### src/exec_params.svh
// ------------------------------
// widths and multiplier latency
// for the execution cluster
// ------------------------------
`ifndef EXEC_PARAMS_SVH
`define EXEC_PARAMS_SVH

`define XLEN          32
`define TAG_WIDTH     4
`define IMUL_LATENCY  5  // at least 2

// in-flight multiply count, 0 to IMUL_LATENCY
`define INFLIGHT_W    $clog2(`IMUL_LATENCY + 1)

`endif
### src/exec_pkg.sv
// ------------------------------
// unit select, operation enums,
// reorder tag, controller states
// ------------------------------
`default_nettype none

`include "exec_params.svh"

package exec_pkg;

  typedef enum logic [1:0] {
    FU_ALU,
    FU_BRANCH,
    FU_IMUL
  } fu_sel_t;

  typedef enum logic [3:0] {
    ALU_ADD, ALU_SUB, ALU_SLT, ALU_SLTU, ALU_XOR,
    ALU_OR, ALU_AND, ALU_SLL, ALU_SRL, ALU_SRA
  } alu_type_t;

  typedef enum logic [2:0] {
    BR_EQ, BR_NE, BR_LT, BR_GE, BR_LTU, BR_GEU
  } br_type_t;

  typedef enum logic [1:0] {
    IMUL_MUL, IMUL_MULH, IMUL_MULHSU, IMUL_MULHU
  } imul_type_t;

  typedef logic [`TAG_WIDTH-1:0] tag_t;

  typedef enum logic {RUN, DRAIN} ctrl_state_t;

endpackage

`default_nettype wire

### src/exec_cluster.sv
// ------------------------------
// integer execution cluster top
// alu, branch, multiplier, shared
// writeback port
// ------------------------------
`timescale 1ns/100ps
`default_nettype none

`include "exec_params.svh"

module exec_cluster import exec_pkg::*; (
  input  logic             clock,
  input  logic             reset,
  // issue
  input  logic             issue,
  input  fu_sel_t          fu_sel,
  input  alu_type_t        alu_type,
  input  br_type_t         br_type,
  input  imul_type_t       imul_type,
  input  tag_t             tag,
  input  logic [`XLEN-1:0] in1,
  input  logic [`XLEN-1:0] in2,
  input  logic [`XLEN-1:0] pc,
  input  logic [`XLEN-1:0] imm,
  // writeback
  output logic             result_valid,
  output tag_t             result_tag,
  output logic [`XLEN-1:0] result_data,
  // branch resolution
  output logic             br_valid,
  output tag_t             br_tag,
  output logic             br_taken,
  output logic [`XLEN-1:0] br_addr,
  // control
  output logic             issue_ready,
  input  logic             drain,
  output logic             drained
);

  logic                   alu_start, br_start, mul_start;
  logic                   mul_done, alu_valid;
  logic [`INFLIGHT_W-1:0] inflight;
  tag_t                   alu_tag, mul_tag;
  logic [`XLEN-1:0]       alu_out, mul_out;

  issue_ctrl u_issue_ctrl (
    .clock(clock), .reset(reset), .issue(issue), .fu_sel(fu_sel),
    .drain(drain), .count(inflight), .mul_done(mul_done),
    .issue_ready(issue_ready), .alu_start(alu_start), .br_start(br_start),
    .mul_start(mul_start), .drained(drained)
  );

  inflight_counter u_inflight_counter (
    .clock(clock), .reset(reset), .inc(mul_start), .dec(mul_done), .count(inflight)
  );

  alu u_alu (
    .clock(clock), .reset(reset), .start(alu_start), .alu_type(alu_type), .tag(tag),
    .in1(in1), .in2(in2), .valid(alu_valid), .out_tag(alu_tag), .out(alu_out)
  );

  branch_unit u_branch_unit (
    .clock(clock), .reset(reset), .start(br_start), .br_type(br_type), .tag(tag),
    .in1(in1), .in2(in2), .pc(pc), .imm(imm),
    .valid(br_valid), .out_tag(br_tag), .taken(br_taken), .target(br_addr)
  );

  imul u_imul (
    .clock(clock), .reset(reset), .start(mul_start), .imul_type(imul_type), .tag(tag),
    .in1(in1), .in2(in2), .done(mul_done), .out_tag(mul_tag), .out(mul_out)
  );

  // alu and multiplier never valid together, plain or-merge
  assign result_valid = alu_valid | mul_done;
  assign result_tag   = ({`TAG_WIDTH{alu_valid}} & alu_tag) |
                        ({`TAG_WIDTH{mul_done}} & mul_tag);
  assign result_data  = ({`XLEN{alu_valid}} & alu_out) |
                        ({`XLEN{mul_done}} & mul_out);

endmodule

`default_nettype wire

### src/issue_ctrl.sv
// ------------------------------
// issue control: writeback slot
// prediction, drain FSM, steering
// ------------------------------
`timescale 1ns/100ps
`default_nettype none

`include "exec_params.svh"

module issue_ctrl import exec_pkg::*; (
  input  logic                   clock,
  input  logic                   reset,
  input  logic                   issue,
  input  fu_sel_t                fu_sel,
  input  logic                   drain,
  input  logic [`INFLIGHT_W-1:0] count,
  input  logic                   mul_done,
  output logic                   issue_ready,
  output logic                   alu_start,
  output logic                   br_start,
  output logic                   mul_start,
  output logic                   drained
);

  ctrl_state_t               state;
  logic [`IMUL_LATENCY-2:0]  mul_hist;  // bit k set: multiply accepted k+1 edges ago
  logic                      slot_busy;
  logic                      accept;

  // a multiply in the last history bit writes back right after the next edge,
  // the same cycle an alu issued now would
  assign slot_busy = mul_hist[`IMUL_LATENCY-2];

  assign issue_ready = (state == RUN) && !drain && !slot_busy;
  assign accept      = issue && issue_ready;

  assign alu_start = accept && (fu_sel == FU_ALU);
  assign br_start  = accept && (fu_sel == FU_BRANCH);
  assign mul_start = accept && (fu_sel == FU_IMUL);

  // nothing in flight and no product on the port
  assign drained = (state == DRAIN) && (count == '0) && !mul_done;

  always_ff @(posedge clock) begin
    if (reset) begin
      mul_hist <= '0;
    end else begin
      mul_hist[0] <= mul_start;
      for (int i = 1; i < `IMUL_LATENCY - 1; i++) mul_hist[i] <= mul_hist[i-1];
    end
  end

  always_ff @(posedge clock) begin
    if (reset) begin
      state <= RUN;
    end else begin
      case (state)
        RUN:     if (drain) state <= DRAIN;
        DRAIN:   if (drained) state <= RUN;
        default: state <= RUN;
      endcase
    end
  end

endmodule

`default_nettype wire

### src/inflight_counter.sv
// ------------------------------
// count of multiplies in flight
// ------------------------------
`timescale 1ns/100ps
`default_nettype none

`include "exec_params.svh"

module inflight_counter (
  input  logic                   clock,
  input  logic                   reset,
  input  logic                   inc,
  input  logic                   dec,
  output logic [`INFLIGHT_W-1:0] count
);

  always_ff @(posedge clock) begin
    if (reset) begin
      count <= '0;
    end else begin
      case ({inc, dec})
        2'b10:   count <= count + 1'b1;
        2'b01:   count <= count - 1'b1;
        default: count <= count;  // both or neither
      endcase
    end
  end

endmodule

`default_nettype wire

### src/imul.sv
// ------------------------------
// pipelined multiplier, signed
// and unsigned, hi/lo select
// ------------------------------
`timescale 1ns/100ps
`default_nettype none

`include "exec_params.svh"

module imul import exec_pkg::*; (
  input  logic             clock,
  input  logic             reset,
  input  logic             start,
  input  imul_type_t       imul_type,
  input  tag_t             tag,
  input  logic [`XLEN-1:0] in1,
  input  logic [`XLEN-1:0] in2,
  output logic             done,
  output tag_t             out_tag,
  output logic [`XLEN-1:0] out
);

  logic                      sign_a, sign_b;
  logic signed [`XLEN:0]     a_ext, b_ext;   // one extra bit for the sign
  logic signed [2*`XLEN+1:0] product;
  logic                      s1_valid;
  logic        [2*`XLEN-1:0] s1_prod, prod_out;
  tag_t                      s1_tag;
  logic                      s1_hi, hi_out;

  assign sign_a = (imul_type == IMUL_MULH) || (imul_type == IMUL_MULHSU);
  assign sign_b = (imul_type == IMUL_MULH);
  assign a_ext   = {sign_a & in1[`XLEN-1], in1};
  assign b_ext   = {sign_b & in2[`XLEN-1], in2};
  assign product = a_ext * b_ext;

  // first stage
  always_ff @(posedge clock) begin
    if (reset) s1_valid <= 1'b0;
    else       s1_valid <= start;
  end

  always_ff @(posedge clock) begin
    if (start) begin
      s1_prod <= product[2*`XLEN-1:0];
      s1_tag  <= tag;
      s1_hi   <= (imul_type != IMUL_MUL);
    end
  end

  delay_pipe #(.payload_t(logic [2*`XLEN-1:0]), .DEPTH(`IMUL_LATENCY-1)) u_prod_pipe (
    .clock(clock), .reset(reset),
    .in_valid(s1_valid), .in_data(s1_prod),
    .out_valid(done), .out_data(prod_out)
  );

  delay_pipe #(.payload_t(tag_t), .DEPTH(`IMUL_LATENCY-1)) u_tag_pipe (
    .clock(clock), .reset(reset),
    .in_valid(s1_valid), .in_data(s1_tag),
    .out_valid(), .out_data(out_tag)
  );

  delay_pipe #(.payload_t(logic), .DEPTH(`IMUL_LATENCY-1)) u_hi_pipe (
    .clock(clock), .reset(reset),
    .in_valid(s1_valid), .in_data(s1_hi),
    .out_valid(), .out_data(hi_out)
  );

  assign out = hi_out ? prod_out[2*`XLEN-1:`XLEN] : prod_out[`XLEN-1:0];

endmodule

`default_nettype wire

### src/branch_unit.sv
// ------------------------------
// branch compare, target adder
// ------------------------------
`timescale 1ns/100ps
`default_nettype none

`include "exec_params.svh"

module branch_unit import exec_pkg::*; (
  input  logic             clock,
  input  logic             reset,
  input  logic             start,
  input  br_type_t         br_type,
  input  tag_t             tag,
  input  logic [`XLEN-1:0] in1,
  input  logic [`XLEN-1:0] in2,
  input  logic [`XLEN-1:0] pc,
  input  logic [`XLEN-1:0] imm,
  output logic             valid,
  output tag_t             out_tag,
  output logic             taken,
  output logic [`XLEN-1:0] target
);

  logic signed [`XLEN-1:0] s_in1, s_in2;
  logic                    eq, lt, ltu;
  logic                    cond;

  assign s_in1 = in1;
  assign s_in2 = in2;
  assign eq    = in1 == in2;
  assign lt    = s_in1 < s_in2;
  assign ltu   = in1 < in2;

  always_comb begin
    case (br_type)
      BR_EQ:   cond = eq;
      BR_NE:   cond = !eq;
      BR_LT:   cond = lt;
      BR_GE:   cond = !lt;   // ge includes equal
      BR_LTU:  cond = ltu;
      BR_GEU:  cond = !ltu;
      default: cond = 1'b0;
    endcase
  end

  always_ff @(posedge clock) begin
    if (reset) valid <= 1'b0;
    else       valid <= start;
  end

  always_ff @(posedge clock) begin
    if (start) begin
      taken   <= cond;
      target  <= pc + imm;
      out_tag <= tag;
    end
  end

endmodule

`default_nettype wire

### src/alu.sv
// ------------------------------
// registered integer alu,
// ten rv32i register ops
// ------------------------------
`timescale 1ns/100ps
`default_nettype none

`include "exec_params.svh"

module alu import exec_pkg::*; (
  input  logic             clock,
  input  logic             reset,
  input  logic             start,
  input  alu_type_t        alu_type,
  input  tag_t             tag,
  input  logic [`XLEN-1:0] in1,
  input  logic [`XLEN-1:0] in2,
  output logic             valid,
  output tag_t             out_tag,
  output logic [`XLEN-1:0] out
);

  logic signed [`XLEN-1:0] s_in1, s_in2;
  logic        [4:0]       shamt;
  logic        [`XLEN-1:0] result;

  assign s_in1 = in1;
  assign s_in2 = in2;
  assign shamt = in2[4:0];

  always_comb begin
    case (alu_type)
      ALU_ADD:  result = in1 + in2;
      ALU_SUB:  result = in1 - in2;
      ALU_SLT:  result = {{(`XLEN-1){1'b0}}, s_in1 < s_in2};
      ALU_SLTU: result = {{(`XLEN-1){1'b0}}, in1 < in2};
      ALU_XOR:  result = in1 ^ in2;
      ALU_OR:   result = in1 | in2;
      ALU_AND:  result = in1 & in2;
      ALU_SLL:  result = in1 << shamt;
      ALU_SRL:  result = in1 >> shamt;
      ALU_SRA:  result = s_in1 >>> shamt;
      default:  result = '0;
    endcase
  end

  always_ff @(posedge clock) begin
    if (reset) valid <= 1'b0;
    else       valid <= start;
  end

  always_ff @(posedge clock) begin
    if (start) begin
      out     <= result;
      out_tag <= tag;
    end
  end

endmodule

`default_nettype wire

### src/delay_pipe.sv
// ------------------------------
// shift pipeline, valid bit per
// stage, any payload type
// ------------------------------
`timescale 1ns/100ps
`default_nettype none

module delay_pipe #(
  parameter type payload_t = logic,
  parameter int  DEPTH     = 2
) (
  input  logic     clock,
  input  logic     reset,
  input  logic     in_valid,
  input  payload_t in_data,
  output logic     out_valid,
  output payload_t out_data
);

  logic [DEPTH-1:0] valid_q;
  payload_t         data_q [DEPTH];

  always_ff @(posedge clock) begin
    if (reset) begin
      valid_q <= '0;
    end else begin
      valid_q[0] <= in_valid;
      for (int i = 1; i < DEPTH; i++) valid_q[i] <= valid_q[i-1];
    end
  end

  // payload only moves with its valid bit
  always_ff @(posedge clock) begin
    if (in_valid) data_q[0] <= in_data;
    for (int i = 1; i < DEPTH; i++) begin
      if (valid_q[i-1]) data_q[i] <= data_q[i-1];
    end
  end

  assign out_valid = valid_q[DEPTH-1];
  assign out_data  = data_q[DEPTH-1];

endmodule

`default_nettype wire

### config.mk
export PLATFORM = sky130hd
export DESIGN_NAME = exec_cluster
export DESIGN_NICKNAME = d
export VERILOG_FILES = /design/src/exec_pkg.sv /design/src/exec_cluster.sv /design/src/issue_ctrl.sv /design/src/inflight_counter.sv /design/src/imul.sv /design/src/branch_unit.sv /design/src/alu.sv /design/src/delay_pipe.sv
export VERILOG_INCLUDE_DIRS = /design/src /design/src/src
export SDC_FILE = /design/constraint.sdc
export NUM_CORES = 2
export LEC_CHECK = 0
export BUFFER_PORTS_ARGS = -buffer_cell sky130_fd_sc_hd__clkbuf_2
export CORE_MARGIN = 2
export CORE_UTILIZATION = 65
export CTS_CLUSTER_DIAMETER = 80
export DETAILED_ROUTE_END_ITERATION = 6
export PLACE_DENSITY = 0.8
export SETUP_SLACK_MARGIN = 0.15
export SYNTH_ARGS = -nofsm -noshare
export SYNTH_HDL_FRONTEND = slang
export SYNTH_HIERARCHICAL = 1
export SYNTH_SLANG_ARGS = --single-unit
### constraint.sdc
create_clock -name clock -period 21.9 [get_ports clock]
set_input_delay 1.095 -clock clock [delete_from_list [all_inputs] [get_ports clock]]
set_output_delay 1.095 -clock clock [all_outputs]
set_load 0.02 [all_outputs]
==> run_summary.xml <==
<?xml version="1.0" encoding="UTF-8"?>
<metrics>
  <group name="finish">
    <metric name="post_route_non_filler_standard_cell_count" unit="">7659</metric>
    <metric name="finalCoreUtilization" unit="">0.692</metric>
    <metric name="multi_input_comb_area" unit="um^2">43200</metric>
    <metric name="final_layout_size_suffix_gt1_frac" unit="">0.0786</metric>
    <metric name="nNetsFinal" unit="">8012</metric>
    <metric name="layout.filler_cells" unit="">7154</metric>
    <metric name="area_growth" unit="%">5.38</metric>
    <metric name="area.sequential" unit="um^2">13000</metric>
  </group>
  <group name="global_routing">
    <metric name="grt.overflow.total" unit="">0</metric>
    <metric name="grt_antenna_before_repair" unit="">13</metric>
    <metric name="grt_start_max_net_pins" unit="">77</metric>
    <metric name="gr-usage-all-layers" unit="">0.386</metric>
    <metric name="grt_pass1_vias" unit="">49300</metric>
    <metric name="first_pass_grt_wire_length" unit="mm">286</metric>
  </group>
  <group name="placed_design">
    <metric name="placed_cells" unit="">7585</metric>
    <metric name="dp_hpwl" unit="mm">135</metric>
    <metric name="gp_congestion" unit="">1.02</metric>
    <metric name="portBuffers" unit="">223</metric>
  </group>
  <group name="critical_path">
    <metric name="timing.critical_path.to_type" unit="">flip-flop</metric>
    <metric name="critical_path_class" unit="">in -&gt; reg</metric>
    <metric name="crit_path_end" unit="">u_imul/s1_prod[57]</metric>
    <metric name="worst-path-stages" unit="">28</metric>
    <metric name="critPathLaunch" unit="">imul_type[1]</metric>
    <metric name="r2r_cells" unit="">8</metric>
    <metric name="required" unit="ns">22.23</metric>
    <metric name="max_stage_delay" unit="ns">0.75</metric>
    <metric name="critical-path-slowest-cell" unit="">and2_1</metric>
    <metric name="cp_num_buf_inv" unit="">7</metric>
    <metric name="rr_endpoint" unit="">u_inflight_counter/count[2]</metric>
    <metric name="critical_path.max_fanout" unit="">18</metric>
    <metric name="worstSetupStartpointType" unit="">input port</metric>
    <metric name="crit_path_frequent_cell" unit="">fa_1</metric>
    <metric name="crit_arrival" unit="ns">10.28</metric>
    <metric name="setup_slack_of_the_most_critical_reg_to_reg_path" unit="ns">19.37</metric>
    <metric name="timing.rr.start" unit="">u_issue_ctrl/state</metric>
    <metric name="critical-path-top-delay-family" unit="">adder cells</metric>
  </group>
  <group name="clock_network">
    <metric name="clock_tree.htree_level_count" unit="">2</metric>
    <metric name="max-clock-path-buffers" unit="">3</metric>
    <metric name="cts.root.buffer_cell" unit="">clkbuf_16</metric>
    <metric name="clkLatencyLatePin" unit="ns">0.59</metric>
    <metric name="cts_num_sinks" unit="">439</metric>
    <metric name="cts_made_buffers" unit="">39</metric>
    <metric name="postCtsHoldBufs" unit="">0</metric>
    <metric name="clkTransAtPathRegs" unit="ns">0.07</metric>
    <metric name="cts_tree" unit="">built</metric>
    <metric name="postCtsSetupRepairBufs" unit="">0</metric>
    <metric name="ctsResizeCount" unit="">0</metric>
  </group>
  <group name="synth">
    <metric name="syn-mean-instance-area" unit="um^2">9.86</metric>
    <metric name="synth_area" unit="um^2">62400</metric>
    <metric name="yosysWarningCount" unit="">6</metric>
    <metric name="syn-num-nets" unit="">7986</metric>
    <metric name="synthesis.instances" unit="">6335</metric>
  </group>
  <group name="run_status">
    <metric name="run_status" unit="">finished, final reports clean</metric>
  </group>
  <group name="drt">
    <metric name="routed_wl" unit="mm">187</metric>
    <metric name="first_iter_violations" unit="">5494</metric>
    <metric name="wl_per_cell" unit="um">24.5</metric>
    <metric name="detail_route.vias_per_cell" unit="">6.18</metric>
    <metric name="firstDrtPassIters" unit="">7</metric>
    <metric name="drc" unit="">0</metric>
    <metric name="route.antenna.remaining_nets" unit="">0</metric>
    <metric name="vias" unit="">47300</metric>
  </group>
  <group name="floorplanning">
    <metric name="num_io_pins" unit="">224</metric>
    <metric name="placeableCoreArea" unit="um^2">95200</metric>
    <metric name="fp-row-count" unit="">113</metric>
    <metric name="design.die.area" unit="um^2">98600</metric>
    <metric name="fp.dieH" unit="um">314</metric>
    <metric name="die_w" unit="um">314</metric>
    <metric name="floorplan.initialDensity" unit="">0.656</metric>
  </group>
  <group name="sta">
    <metric name="fin_skew" unit="ns">0.0212</metric>
    <metric name="slew_headroom" unit="">0.123</metric>
    <metric name="fin_crit_sh" unit="">0.454</metric>
    <metric name="final-hold-violation-count" unit="">0</metric>
    <metric name="tightest_slew" unit="ns">1.32</metric>
    <metric name="post_route_setup_tns" unit="ns">0</metric>
    <metric name="fin_crit" unit="ns">9.95</metric>
    <metric name="timing.fmax" unit="MHz">100</metric>
    <metric name="setup-violations-final" unit="">0</metric>
    <metric name="setup_repair_after_global_routing_missed_its_margin" unit="">false</metric>
    <metric name="timing.final.max_slew_violations" unit="">0</metric>
  </group>
  <group name="min_path">
    <metric name="hold_path_class" unit="">reg -&gt; reg</metric>
  </group>
  <group name="job">
    <metric name="drv_cap" unit="">0</metric>
  </group>
</metrics>
-- through the flow --
stage,hold WS [ns],setup slack [ns],area (um^2)
after floorplan,0.400,12.88,62400
after global placement,0.400,11.84,64500
after detailed placement,0.405,11.52,64500
after CTS,0.412,12.10,65800
after global routing,0.420,11.62,65800
final,0.407,11.95,65800
-- worst min-delay path by stage --
stage	from	endpoint	slack, ns	cells past startpoint
2_1_floorplan	u_imul/s1_hi	u_imul/u_hi_pipe/data_q[0]	0.40	0
3_3_place_gp	u_imul/u_prod_pipe/data_q[2][54]	u_imul/u_prod_pipe/data_q[3][54]	0.40	0
3_5_place_dp	u_imul/s1_hi	u_imul/u_hi_pipe/data_q[0]	0.40	0
4_1_cts	u_imul/u_prod_pipe/data_q[0][17]	u_imul/u_prod_pipe/data_q[1][17]	0.41	0
5_1_grt	u_imul/s1_prod[0]	u_imul/u_prod_pipe/data_q[0][0]	0.42	0
6_report	u_imul/s1_prod[1]	u_imul/u_prod_pipe/data_q[0][1]	0.41	0
-- cell usage in the layout, fill, tap and decap left out, types with 37 or more instances in the layout --
cell type / count
clkbuf_2: 219
a21o_1: 63
nand2_1: 924
and2_1: 277
xnor2_1: 92
ha_1: 375
clkbuf_16: 39
buf_4: 86
mux2_2: 37
mux2i_1: 74
edfxtp_1: 418
nor2_1: 234
fa_1: 1129
a21oi_1: 214
o21ai_0: 159
xor2_1: 40
inv_1: 1322
-- worst reg2reg max path: stages, from the launching register on --
cell     delay, ns
dfxtp_1       0.35
or4b_4        0.59
nor3b_4       0.24
inv_1         0.06
ha_1          0.24
fa_1          0.39
xnor2_1       0.15
or3_1         0.30
a21oi_1       0.14
-- registers in the layout, indices dropped and copies added (netlist names) --
name                        cells
u_imul/u_tag_pipe/data_q       16
u_imul/s1_hi                    1
u_imul/u_hi_pipe/data_q         4
u_branch_unit/target           32
u_alu/out_tag                   4
u_imul/s1_tag                   4
u_branch_unit/valid             1
u_imul/u_tag_pipe/valid_q       3
u_branch_unit/out_tag           4
u_imul/s1_valid                 1
u_branch_unit/taken             1
u_issue_ctrl/mul_hist           4
u_imul/s1_prod                 64
u_issue_ctrl/state              1
u_imul/u_prod_pipe/data_q     256
u_imul/u_hi_pipe/valid_q        3
u_imul/u_prod_pipe/valid_q      4
u_alu/valid                     1
u_inflight_counter/count        3
u_alu/out                      32
-- routing by layer --
metal / vias to the layer above / part of all wire / global-route usage
li1: 19900 / - / -
met1: 23700 / 0.37 / 0.509
met5: - / 0.00020 / 0
met2: 3145 / 0.46 / 0.611
met3: 662 / 0.11 / 0.0852
met4: 6 / 0.056 / 0.185
-- area by class of cell --
class / instances / area share
diodes: 4 / 0.000152
clock buffers: 40 / 0.0149
clock inverters: 30 / 0.00532
inverters: 1324 / 0.0755
multi-input cells: 4249 / 0.656
flip-flops and latches: 439 / 0.197
well taps: 1265 / 0.0241
repair buffers: 308 / 0.0267
Power is left out: the tool's default activity adds up to more than one toggle a clock period on the data nets, which glitch-free logic cannot reach.
